--- config.mk ---
export PLATFORM = sky130hd
export DESIGN_NAME = l3c_fifo_ctrl
export DESIGN_NICKNAME = d
export VERILOG_FILES = /design/src/hw/l3c_pkg.sv /design/src/hw/ifmap_fifo_ctrl.sv /design/src/hw/lane_fifo.sv /design/src/hw/pe_array_feeder.sv /design/src/hw/l3c_fifo_ctrl.sv
export SDC_FILE = /design/constraint.sdc
export NUM_CORES = 1
export LEC_CHECK = 0
export ABC_AREA = 1
export CORE_MARGIN = 1
export CORE_UTILIZATION = 40
export CTS_CLUSTER_DIAMETER = 120
export CTS_CLUSTER_SIZE = 24
export DETAILED_ROUTE_END_ITERATION = 6
export DONT_BUFFER_PORTS = 1
export GPL_TIMING_DRIVEN = 0
export HOLD_SLACK_MARGIN = 0.05
export PLACE_DENSITY = 0.65
export SLEW_MARGIN = 20
export SYNTH_ARGS = -nofsm -noshare
export SYNTH_HDL_FRONTEND = slang
export SYNTH_SLANG_ARGS = --single-unit
--- constraint.sdc ---
create_clock -name clk -period 8.1 [get_ports clk]
set_input_delay 0.81 -clock clk [delete_from_list [all_inputs] [get_ports clk]]
set_output_delay 0.81 -clock clk [all_outputs]
set_load 0.005 [all_outputs]
--- src/hw/l3c_pkg.sv ---
package l3c_pkg;

    // GLB word address and data word
    typedef logic [31:0] glb_addr_t;
    typedef logic [31:0] glb_data_t;

    // Words moved by one task
    typedef logic [15:0] pop_cnt_t;

    // Task handed to one lane by the layer controller
    typedef struct packed {
        glb_addr_t base_addr; // First GLB word of the task
        pop_cnt_t  pop_num;   // Words to fetch
    } lane_task_t;

    // Lane FIFO flags
    typedef struct packed {
        logic full;
        logic empty;
    } fifo_status_t;

    // Producer FSM
    typedef enum logic [1:0] {
        IDLE  = 2'd0, // Waiting for a task strobe
        FETCH = 2'd1, // Requesting GLB words
        DONE  = 2'd2  // One cycle done pulse
    } ifmap_state_e;

endpackage

--- src/hw/ifmap_fifo_ctrl.sv ---
module ifmap_fifo_ctrl (
    input  logic                  clk,
    input  logic                  arst_n_i,

    // Controller side
    input  logic                  fifo_reset_i,    // Synchronous clear
    input  logic                  fifo_glb_busy_i, // Stalls every push
    input  logic                  need_pop_i,      // New task strobe
    input  l3c_pkg::lane_task_t   task_i,

    // Arbiter and GLB
    input  logic                  permit_push_i,
    input  l3c_pkg::glb_data_t    glb_read_data_i,

    // Lane FIFO
    input  l3c_pkg::fifo_status_t fifo_status_i,
    output logic                  push_o,
    output l3c_pkg::glb_data_t    push_data_o,

    // Arbiter request
    output logic                  read_req_o,
    output l3c_pkg::glb_addr_t    glb_read_addr_o,

    // Task done pulse
    output logic                  done_o
);

    l3c_pkg::ifmap_state_e state_q;
    l3c_pkg::ifmap_state_e state_d;
    l3c_pkg::glb_addr_t    addr_q;
    l3c_pkg::glb_addr_t    addr_d;
    l3c_pkg::pop_cnt_t     remain_q;
    l3c_pkg::pop_cnt_t     remain_d;
    logic                  push;
    logic                  last_push;

    // Request held for the whole fetch phase
    assign read_req_o = (state_q == l3c_pkg::FETCH);

    // Word is taken only when granted and there is room
    assign push = read_req_o & permit_push_i & ~fifo_status_i.full & ~fifo_glb_busy_i;
    assign last_push = push && (remain_q == l3c_pkg::pop_cnt_t'(1));

    assign push_o          = push;
    assign push_data_o     = glb_read_data_i; // Shared GLB bus forwarded as is
    assign glb_read_addr_o = addr_q;
    assign done_o          = (state_q == l3c_pkg::DONE);

    always_comb begin
        state_d  = state_q;
        addr_d   = addr_q;
        remain_d = remain_q;

        if (fifo_reset_i) begin
            state_d = l3c_pkg::IDLE; // Clear drops any task in flight
        end else begin
            case (state_q)
                l3c_pkg::IDLE: begin
                    if (need_pop_i) begin
                        addr_d   = task_i.base_addr;
                        remain_d = task_i.pop_num;
                        // Empty task goes straight to the done pulse
                        if (task_i.pop_num == '0) begin
                            state_d = l3c_pkg::DONE;
                        end else begin
                            state_d = l3c_pkg::FETCH;
                        end
                    end
                end

                l3c_pkg::FETCH: begin
                    if (push) begin
                        addr_d   = addr_q + l3c_pkg::glb_addr_t'(1);
                        remain_d = remain_q - l3c_pkg::pop_cnt_t'(1);
                        if (last_push) begin
                            state_d = l3c_pkg::DONE;
                        end
                    end
                end

                l3c_pkg::DONE: begin
                    state_d = l3c_pkg::IDLE;
                end

                default: begin
                    state_d = l3c_pkg::IDLE;
                end
            endcase
        end
    end

    always_ff @(posedge clk or negedge arst_n_i) begin
        if (!arst_n_i) begin
            state_q  <= l3c_pkg::IDLE;
            addr_q   <= '0;
            remain_q <= '0;
        end else begin
            state_q  <= state_d;
            addr_q   <= addr_d;
            remain_q <= remain_d;
        end
    end

endmodule

--- src/hw/lane_fifo.sv ---
module lane_fifo #(
    parameter int FIFO_DEPTH = 4 // Power of two
)(
    input  logic                  clk,
    input  logic                  arst_n_i,
    input  logic                  clear_i,     // Synchronous flush
    input  logic                  push_i,
    input  l3c_pkg::glb_data_t    push_data_i,
    input  logic                  pop_i,
    output l3c_pkg::glb_data_t    pop_data_o,  // Head word shown ahead
    output l3c_pkg::fifo_status_t status_o
);

    localparam int PTR_W = (FIFO_DEPTH > 1) ? $clog2(FIFO_DEPTH) : 1;
    localparam logic [PTR_W:0] DEPTH_CNT = FIFO_DEPTH[PTR_W:0];

    l3c_pkg::glb_data_t mem [FIFO_DEPTH];

    logic [PTR_W-1:0] wr_ptr;
    logic [PTR_W-1:0] rd_ptr;
    logic [PTR_W:0]   count;
    logic             full;
    logic             empty;
    logic             do_push;
    logic             do_pop;

    assign full  = (count == DEPTH_CNT);
    assign empty = (count == '0);

    // Guards keep the pointers sane even on a stray request
    assign do_push = push_i & ~full;
    assign do_pop  = pop_i & ~empty;

    assign status_o.full  = full;
    assign status_o.empty = empty;
    assign pop_data_o     = mem[rd_ptr];

    // Storage
    always_ff @(posedge clk) begin
        if (do_push) begin
            mem[wr_ptr] <= push_data_i;
        end
    end

    always_ff @(posedge clk or negedge arst_n_i) begin
        if (!arst_n_i) begin
            wr_ptr <= '0;
            rd_ptr <= '0;
            count  <= '0;
        end else if (clear_i) begin
            wr_ptr <= '0;
            rd_ptr <= '0;
            count  <= '0;
        end else begin
            if (do_push) begin
                wr_ptr <= wr_ptr + 1'b1; // Wraps at the power of two
            end
            if (do_pop) begin
                rd_ptr <= rd_ptr + 1'b1;
            end
            // Simultaneous push and pop leaves occupancy unchanged
            case ({do_push, do_pop})
                2'b10:   count <= count + 1'b1;
                2'b01:   count <= count - 1'b1;
                default: count <= count;
            endcase
        end
    end

endmodule

--- src/hw/pe_array_feeder.sv ---
module pe_array_feeder #(
    parameter int NUM_LANES = 4
)(
    input  logic                  clk,
    input  logic                  arst_n_i,
    input  logic                  clear_i,
    input  l3c_pkg::fifo_status_t lane_status_i [NUM_LANES],
    input  l3c_pkg::glb_data_t    lane_data_i   [NUM_LANES],
    input  logic                  pe_ready_i,
    output logic [NUM_LANES-1:0]  pop_o,      // Common pop to every lane
    output logic                  pe_valid_o,
    output l3c_pkg::glb_data_t    pe_data_o     [NUM_LANES]
);

    logic all_have_data;
    logic array_move;

    // Array moves only when every ifmap lane can give a word
    always_comb begin
        all_have_data = 1'b1;
        for (int n = 0; n < NUM_LANES; n++) begin
            if (lane_status_i[n].empty) begin
                all_have_data = 1'b0;
            end
        end
    end

    assign array_move = all_have_data & pe_ready_i & ~clear_i;
    assign pop_o      = {NUM_LANES{array_move}};

    // Row register toward the PE array
    always_ff @(posedge clk) begin
        if (array_move) begin
            for (int n = 0; n < NUM_LANES; n++) begin
                pe_data_o[n] <= lane_data_i[n];
            end
        end
    end

    always_ff @(posedge clk or negedge arst_n_i) begin
        if (!arst_n_i) begin
            pe_valid_o <= 1'b0;
        end else begin
            pe_valid_o <= array_move; // One cycle after the pop
        end
    end

endmodule

--- src/hw/l3c_fifo_ctrl.sv ---
module l3c_fifo_ctrl #(
    parameter int NUM_LANES  = 4,
    parameter int FIFO_DEPTH = 4
)(
    input  logic                 clk,
    input  logic                 arst_n_i,

    // Layer controller
    input  logic                 fifo_reset_i,
    input  logic                 fifo_glb_busy_i,
    input  logic [NUM_LANES-1:0] need_pop_i,
    input  l3c_pkg::lane_task_t  task_i          [NUM_LANES],

    // Arbiter and GLB
    input  logic [NUM_LANES-1:0] permit_push_i,
    input  l3c_pkg::glb_data_t   glb_read_data_i, // One bus for all lanes
    output logic [NUM_LANES-1:0] read_req_o,
    output l3c_pkg::glb_addr_t   glb_read_addr_o [NUM_LANES],

    // Task done per lane
    output logic [NUM_LANES-1:0] done_o,

    // PE array
    input  logic                 pe_ready_i,
    output logic                 pe_valid_o,
    output l3c_pkg::glb_data_t   pe_data_o       [NUM_LANES]
);

    logic [NUM_LANES-1:0]  lane_push;
    logic [NUM_LANES-1:0]  lane_pop;
    l3c_pkg::glb_data_t    lane_push_data [NUM_LANES];
    l3c_pkg::glb_data_t    lane_head_data [NUM_LANES];
    l3c_pkg::fifo_status_t lane_status    [NUM_LANES];

    for (genvar i = 0; i < NUM_LANES; i++) begin : gen_lane
        ifmap_fifo_ctrl u_ifmap_fifo_ctrl (
            .clk             (clk),
            .arst_n_i        (arst_n_i),
            .fifo_reset_i    (fifo_reset_i),
            .fifo_glb_busy_i (fifo_glb_busy_i),
            .need_pop_i      (need_pop_i[i]),
            .task_i          (task_i[i]),
            .permit_push_i   (permit_push_i[i]),
            .fifo_status_i   (lane_status[i]),
            .glb_read_data_i (glb_read_data_i),
            .push_o          (lane_push[i]),
            .push_data_o     (lane_push_data[i]),
            .read_req_o      (read_req_o[i]),
            .glb_read_addr_o (glb_read_addr_o[i]),
            .done_o          (done_o[i])
        );

        lane_fifo #(
            .FIFO_DEPTH (FIFO_DEPTH)
        ) u_lane_fifo (
            .clk         (clk),
            .arst_n_i    (arst_n_i),
            .clear_i     (fifo_reset_i),
            .push_i      (lane_push[i]),
            .push_data_i (lane_push_data[i]),
            .pop_i       (lane_pop[i]),
            .pop_data_o  (lane_head_data[i]),
            .status_o    (lane_status[i])
        );
    end

    // Single consumer pops all lanes in lock-step
    pe_array_feeder #(
        .NUM_LANES (NUM_LANES)
    ) u_pe_array_feeder (
        .clk           (clk),
        .arst_n_i      (arst_n_i),
        .clear_i       (fifo_reset_i),
        .lane_status_i (lane_status),
        .lane_data_i   (lane_head_data),
        .pe_ready_i    (pe_ready_i),
        .pop_o         (lane_pop),
        .pe_valid_o    (pe_valid_o),
        .pe_data_o     (pe_data_o)
    );

endmodule

Word level (Yosys, flattened, before mapping)
Memory sizes are Yosys's and may differ from the RTL's. A register that Yosys moved wholly into a read port is not among the register bits.
Index checks and enable logic that the tools add are counted.
{ "classes": {"bitwise": 32, "reduce_logical": 40, "n_addsub": 24, "eq_ne": 44, "muxes": 84} }
{ "op_table": {"columns": ["cell", "n"], "rows": [
  ["$mux 32", 8],
  ["$pmux 32 s2", 4],
  ["$add 32x1->32 const B", 4],
  ["$mux 16", 8],
  ["$pmux 16 s2", 4],
  ["$mux 2", 36],
  ["$eq 16x1->1 const B", 4],
  ["$logic_not 16->1", 4],
  ["$sub 16x1->16 const B", 4],
  ["$ne 3x3->1 const B", 12],
  ["$pmux 3 s2", 4],
  ["$reduce_bool 2->1", 12],
  ["$and 1x1->1", 22],
  ["$add 2x1->2 const B", 8],
  ["$eq 2x1->1 const B", 8],
  ["$eq 2x2->1 const B", 8],
  ["$ne 2x2->1 const B", 8],
  ["$pmux 2 s2", 4],
  ["$reduce_and 4->1", 4],
  ["$add 3x1->3 const B", 4],
  ["$eq 3x3->1 const B", 4],
  ["$logic_not 3->1", 4],
  ["$mux 1", 12],
  ["$mux 3", 4],
  ["other kinds (6)", 30]
]} }
{ "word_totals": {"ram_bits": 512, "elab_cells": 253, "regBits": 229, "memories": 4, "inputBits": 237, "out_inout_bits": 265} }
{ "mem_list": {"columns": ["name", "words", "width", "read_ports", "rd_clocked_by_memory_dff", "wr", "line", "text"], "rows": [
  ["gen_lane[0].u_lane_fifo.mem", 4, 32, 1, 1, 1, "lane_fifo.sv:17", "l3c_pkg::glb_data_t mem [FIFO_DEPTH];"],
  ["gen_lane[1].u_lane_fifo.mem", 4, 32, 1, 1, 1, "lane_fifo.sv:17", null],
  ["gen_lane[2].u_lane_fifo.mem", 4, 32, 1, 1, 1, "lane_fifo.sv:17", null],
  ["gen_lane[3].u_lane_fifo.mem", 4, 32, 1, 1, 1, "lane_fifo.sv:17", null]
]} }

Depth between registers and ports, before layout
{ "depth": {"word_depth": 11, "mapped_depth": 13, "ltp_nobuf": 13} }

Modules after synthesis
Synthesis repeated with hierarchy kept, for this count alone.
{ "unflattened": {"hier_cells": 4359, "area_unflattened_um2": 41777.6} }
{ "by_module_without_submodules": {"columns": ["module", "seq_area_each_um2", "instances", "cells_per_inst", "area_each_um2"], "rows": [
  ["ifmap_fifo_ctrl", 1251.2, 4, 676, 4170.2],
  ["lane_fifo at gen_lane[0].u_lane_fifo ...", 4018.9, 2, 379, 5296.3],
  ["lane_fifo at gen_lane[1].u_lane_fifo ...", 4018.9, 2, 379, 5290.1],
  ["pe_array_feeder", 3868.7, 1, 139, 3923.8]
]} }

Least setup slack after synthesis
Ideal clock, no wire load.
{ "synth_path": {"path_type": "input -> register", "from": "input fifo_reset_i", "to": "register gen_lane[1].u_lane_fifo.rd_ptr[1]", "setup_slack_ns": 3.697, "setup_ns": 0.133, "path_stages": 7, "n_path_buf": 1, "arrival_time_ns": 4.270, "required_time_ns": 7.967, "cell_sequence": "inv_1 -> buf_2 -> nand3_1 -> inv_1 -> nand2_1 -> o21ai_0 -> a21oi_1"} }
{ "synth_via": {"elab_chain_cells": 4, "word_cells_on_any_way": 5, "cone_classes": "mux: 1; bitwise: 3; reduce/logical: 1"} }
{ "synth_rtl": {"columns": ["element", "line", "text"], "rows": [
  ["start: declaration", "l3c_fifo_ctrl.sv:9", "input logic fifo_reset_i,"],
  ["$not 1->1 (no source line)", null, null],
  ["$and 1x1->1", "pe_array_feeder.sv:28", "assign array_move = all_have_data & pe_ready_i & ~clear_i;"],
  ["net gen_lane[0].u_lane_fifo.pop_i", "lane_fifo.sv:9", "input logic pop_i,"],
  ["$and 1x1->1", "lane_fifo.sv:32", "assign do_pop = pop_i & ~empty;"],
  ["$reduce_bool 2->1 (no source line)", null, null],
  ["end signal: assignment", "lane_fifo.sv:59", "rd_ptr <= rd_ptr + 1'b1;"],
  ["end: declaration", "lane_fifo.sv:20", "logic [PTR_W-1:0] rd_ptr;"]
]} }
The timed path passes the listed nets, and every way through them passes these cells.
A chain may end at the register's enable or synchronous reset.

Worst setup path in the final report
{ "layout_path": {"from": "register gen_lane[2].u_ifmap_fifo_ctrl.state_q[1]", "to": "output read_req_o[2]"} }
{ "layout_via": {"elab_chain_cells": 1} }
{ "layout_rtl": {"columns": ["element", "line", "text"], "rows": [
  ["start: declaration", "ifmap_fifo_ctrl.sv:28", "l3c_pkg::ifmap_state_e state_q;"],
  ["start signal: assignment", "ifmap_fifo_ctrl.sv:94", "state_q <= l3c_pkg::IDLE;"],
  ["start signal: assignment", "ifmap_fifo_ctrl.sv:98", "state_q <= state_d;"],
  ["$eq 2x1->1", "ifmap_fifo_ctrl.sv:38", "assign read_req_o = (state_q == l3c_pkg::FETCH);"],
  ["end: declaration", "l3c_fifo_ctrl.sv:17", "output logic [NUM_LANES-1:0] read_req_o,"]
]} }
Every way passes these cells.

==> summary.txt <==
Pwr
  – Switching power: roughly 3.9 mW
  – Share of power burned in registers: a little over half
  – Internal power: approximately 7.2 mW
  – Clk pwr share: 23.7%
  – Logic gate share of total power: a little under a quarter
  – Leak: approximately 15 nW
  – Switching Fraction: 35.5%
  – Power per cell area: approximately 260 mW/mm^2
  – Power, Total: roughly 11 mW
  – Worst VDD drop: about 0.17 mV

Synth
  – Post-Synthesis Cell Area: 0.0390 mm^2
  – Warnings from Yosys: 0
  – Dominant synthesized flop cell: edfxtp_1
  – EDFF count, synth: 640
  – Synthesized flop and latch total: between 800 and 900
  – Distinct cells, synth: 47
  – Cell count after synthesis: between 3,000 and 4,000
  – Post-Syn Nets: roughly 4,200
  – Average size of a mapped cell: ~10 um^2
  – Post-synthesis async set-or-reset flop share: 26.4%
  – Register area share after synthesis: between 60% and 70%

Timing
  – # setup viols final: 0
  – Fin. max-slew vios: 0
  – Measured slew at the worst slew-check pin: approximately 880 ps
  – Fmax: ~0.3 GHz
  – Rel. slew slack: roughly two fifths
  – Tcrit/Tclk final: ~41%
  – Skew final: between 20 and 30 ps
  – Hold Violations, Final: 0
  – Final min period: 3300 ps
  – Setup TNS Final: 0 ps
  – RSZ-0062 raised after global routing: no

Clocking
  – Total CTS buffers: 45
  – CTS clock-pin slew for the worst setup and hold paths: 110 ps
  – H-tree depth: 2
  – Clock root cell: clkbuf_16
  – CTS tree: yes
  – Post-CTS Setup Bufs: 0
  – Clock buffer depth: 3
  – Latest clock arrival within the worst-skew pair: 630 ps
  – Clk sinks: approximately 870
  – Resized Gates After CTS: 0

Placed design
  – Placed wire-length estimate: 86,000 um
  – # placed instances: around 5,200
  – Post-Place Cell Area: between 0.04 and 0.05 mm^2
  – Routability cong.: 0.954
  – Number of port buffers: 0

Critical path
  – Worst Path Class, Setup: reg -> out
  – Crit path launch type: flip-flop
  – Reg-to-Reg Start: gen_lane[0].u_lane_fifo.count[2]
  – Slowest CP cell: buf_1
  – CP Max Fanout: 10
  – CP Launch Point: gen_lane[2].u_ifmap_fifo_ctrl.state_q[1]
  – Arrival @ worst endpoint: 2490 ps
  – Worst Reg-to-Reg Cells: 10
  – Flop2flop setup slack: 5620 ps
  – Critical R2R Capture: gen_lane[1].u_lane_fifo.rd_ptr[1]
  – Slowest Stage Delay on Critical Path: about 580 ps
  – Worst setup path end: read_req_o[2]
  – CP endpoint kind: output port
  – Req. time, crit path: roughly 7300 ps
  – Critical Path, Cell by Cell: inv_1, nand2_1, clkinv_1, buf_2, buf_1, buf_4

Floorplan
  – Die footprint: 0.0986 mm^2
  – Rows: approximately 110
  – # IOs: 502
  – Die H: 314 um
  – Core Region: 0.0966 mm^2
  – Die Wd: roughly 310 um
  – Initial core utilization: 40.3%

Global route
  – Total gr overflow: 0
  – Total track usage: 24.0%
  – GR met3 Demand/Resource: just over 6%
  – Initial antenna violation count: 4
  – Met1 usage: between 30% and 40%
  – First-pass GRT wire length: approximately 180,000 um
  – GRT Max-Usage Layer: met2
  – Met2 Use GR: 38.8%
  – Largest net degree at the start of global routing: 230
  – Vias in the first global route: 27,600

Route
  – 1st-iter DRT viols: about 3,000
  – Post-Route WL: roughly 120,000 um
  – Initial DRT Pass Iterations: 7
  – DR vias: 29,100
  – Post-route ant nets: 0
  – Vias per Instance: between 5 and 6
  – Avg WL per Cell: about 23 um
  – # DRC: 0

Final layout
  – Final non-filler cell total: about 5,300
  – Most frequent cells in the layout: 693 x nand2_1, 671 x nor2_1, 640 x edfxtp_1
  – Filler cells: just over 9,000
  – Multi-input gate area: 0.0123 mm^2
  – Layout cells sized above 1: under 10%
  – Design area: about 0.043 mm^2
  – Area delta synth->final: 9.14%
  – Most common cell after layout, fill and taps aside: nand2_1
  – FF/Latch Area: ~0.025 mm^2
  – Final net count: about 4,200
  – Final core utilization: ~44%

Outcome
  – Status: finished clean

Hold path
  – Hold Crit Class: in -> async

Job
  – Max-cap violations: 0
-- synth_stat cells (34+ instances only) --
| cell | count | area (um^2) |
|---|---|---|
| nand3_1 | 212 | 1060 |
| nand2_1 | 693 | 2600 |
| nor3_1 | 61 | 305 |
| o21ai_0 | 458 | 2290 |
| a21oi_1 | 65 | 325 |
| dfrtp_1 | 229 | 5730 |
| xor2_1 | 34 | 298 |
| o22ai_1 | 157 | 982 |
| clkbuf_1 | 112 | 420 |
| nor2_1 | 687 | 2580 |
| inv_1 | 271 | 1020 |
| edfxtp_1 | 640 | 19200 |
-- power groups by stage --
| stage | Sequential [mW] | Combinational [mW] | Clock [mW] |
|---|---|---|---|
| global placement | 6.02 | 2.44 | 0 |
| floorplan | 5.77 | 1.78 | 0 |
| finish | 5.93 | 2.55 | 2.63 |
| global route | 5.99 | 2.87 | 2.82 |
| detailed placement | 6.01 | 2.50 | 0 |
| CTS | 5.92 | 2.54 | 2.68 |
-- flip-flops by register name, summed over array words and instances, names as in the netlist --
register	count
gen_lane.u_lane_fifo.wr_ptr	8
u_pe_array_feeder.pe_data_o	128
gen_lane.u_lane_fifo.mem	512
gen_lane.u_lane_fifo.rd_ptr	8
gen_lane.u_ifmap_fifo_ctrl.state_q	8
gen_lane.u_ifmap_fifo_ctrl.glb_read_addr_o	128
u_pe_array_feeder.pe_valid_o	1
gen_lane.u_ifmap_fifo_ctrl.remain_q	64
gen_lane.u_lane_fifo.count	12
-- worst max-delay path, delay by kind of cell, from the launching register on --
family / cells / cell delay, ps
buffers and inverters: 5 / 1350
flip-flops: 1 / 390
AND/OR/NAND/NOR: 1 / 100
-- worst min-delay path by stage --
| stage | cells past startpoint | end | slack [ps] |
|---|---|---|---|
| after floorplan | 2 | gen_lane[0].u_ifmap_fifo_ctrl.remain_q[14] | 450 |
| after global placement | 2 | gen_lane[0].u_ifmap_fifo_ctrl.remain_q[14] | 470 |
| after detailed placement | 2 | gen_lane[2].u_ifmap_fifo_ctrl.remain_q[14] | 470 |
| after CTS | 1 | gen_lane[1].u_ifmap_fifo_ctrl.state_q[0] | 210 |
| after global routing | 1 | async pin | 100 |
| final | 1 | async pin | 50 |
-- stage by stage --
| stage | hold slack, ps | worst slack [ps] |
|---|---|---|
| 2_1_floorplan | 449 | 3700 |
| 3_3_place_gp | 467 | 1610 |
| 3_5_place_dp | 467 | 4910 |
| 4_1_cts | 211 | 4760 |
| 5_1_grt | 104 | 4650 |
| 6_report | 47.2 | 4800 |
-- timing repair --
| item | in CTS | in global routing |
|---|---|---|
| endpoints found under the setup margin | 0 | 0 |
| endpoints found under the hold margin | 229 | 0 |
| hold buffers | 1 | 0 |
-- routing by layer --
layer	vias up	share of wire (%)
met3	193	9.1
met1	14100	41
li1	13500	-
met2	1264	47
met5	-	0.011
met4	2	2.7
-- logic make-up (layout without fill, tap and decap cells) --
family	count (synthesis)	in the layout	share of synthesized area [%]
xor gates and xnor gates	41	41	0.922
adders and majority gates	32	32	1.10
AOI/OAI and AO/OA	762	762	10.9
DFF	869	869	64.0
other	0	3	0
and+or+nand+nor	1736	1736	18.3
buffers and inverters	454	556	4.69
-- layout make-up --
type | instances | share of cell area, %
inverter | 281 | 2.50
multi-input combinational | 2571 | 28.9
antenna | 3 | 0.0177
clock buffer | 71 | 2.93
timing repair buffer | 19 | 1.02
buffer | 173 | 1.81
clock inverter | 12 | 0.356
tap | 1276 | 3.76
sequential | 869 | 58.7
(Power assumes the default switching activity.)
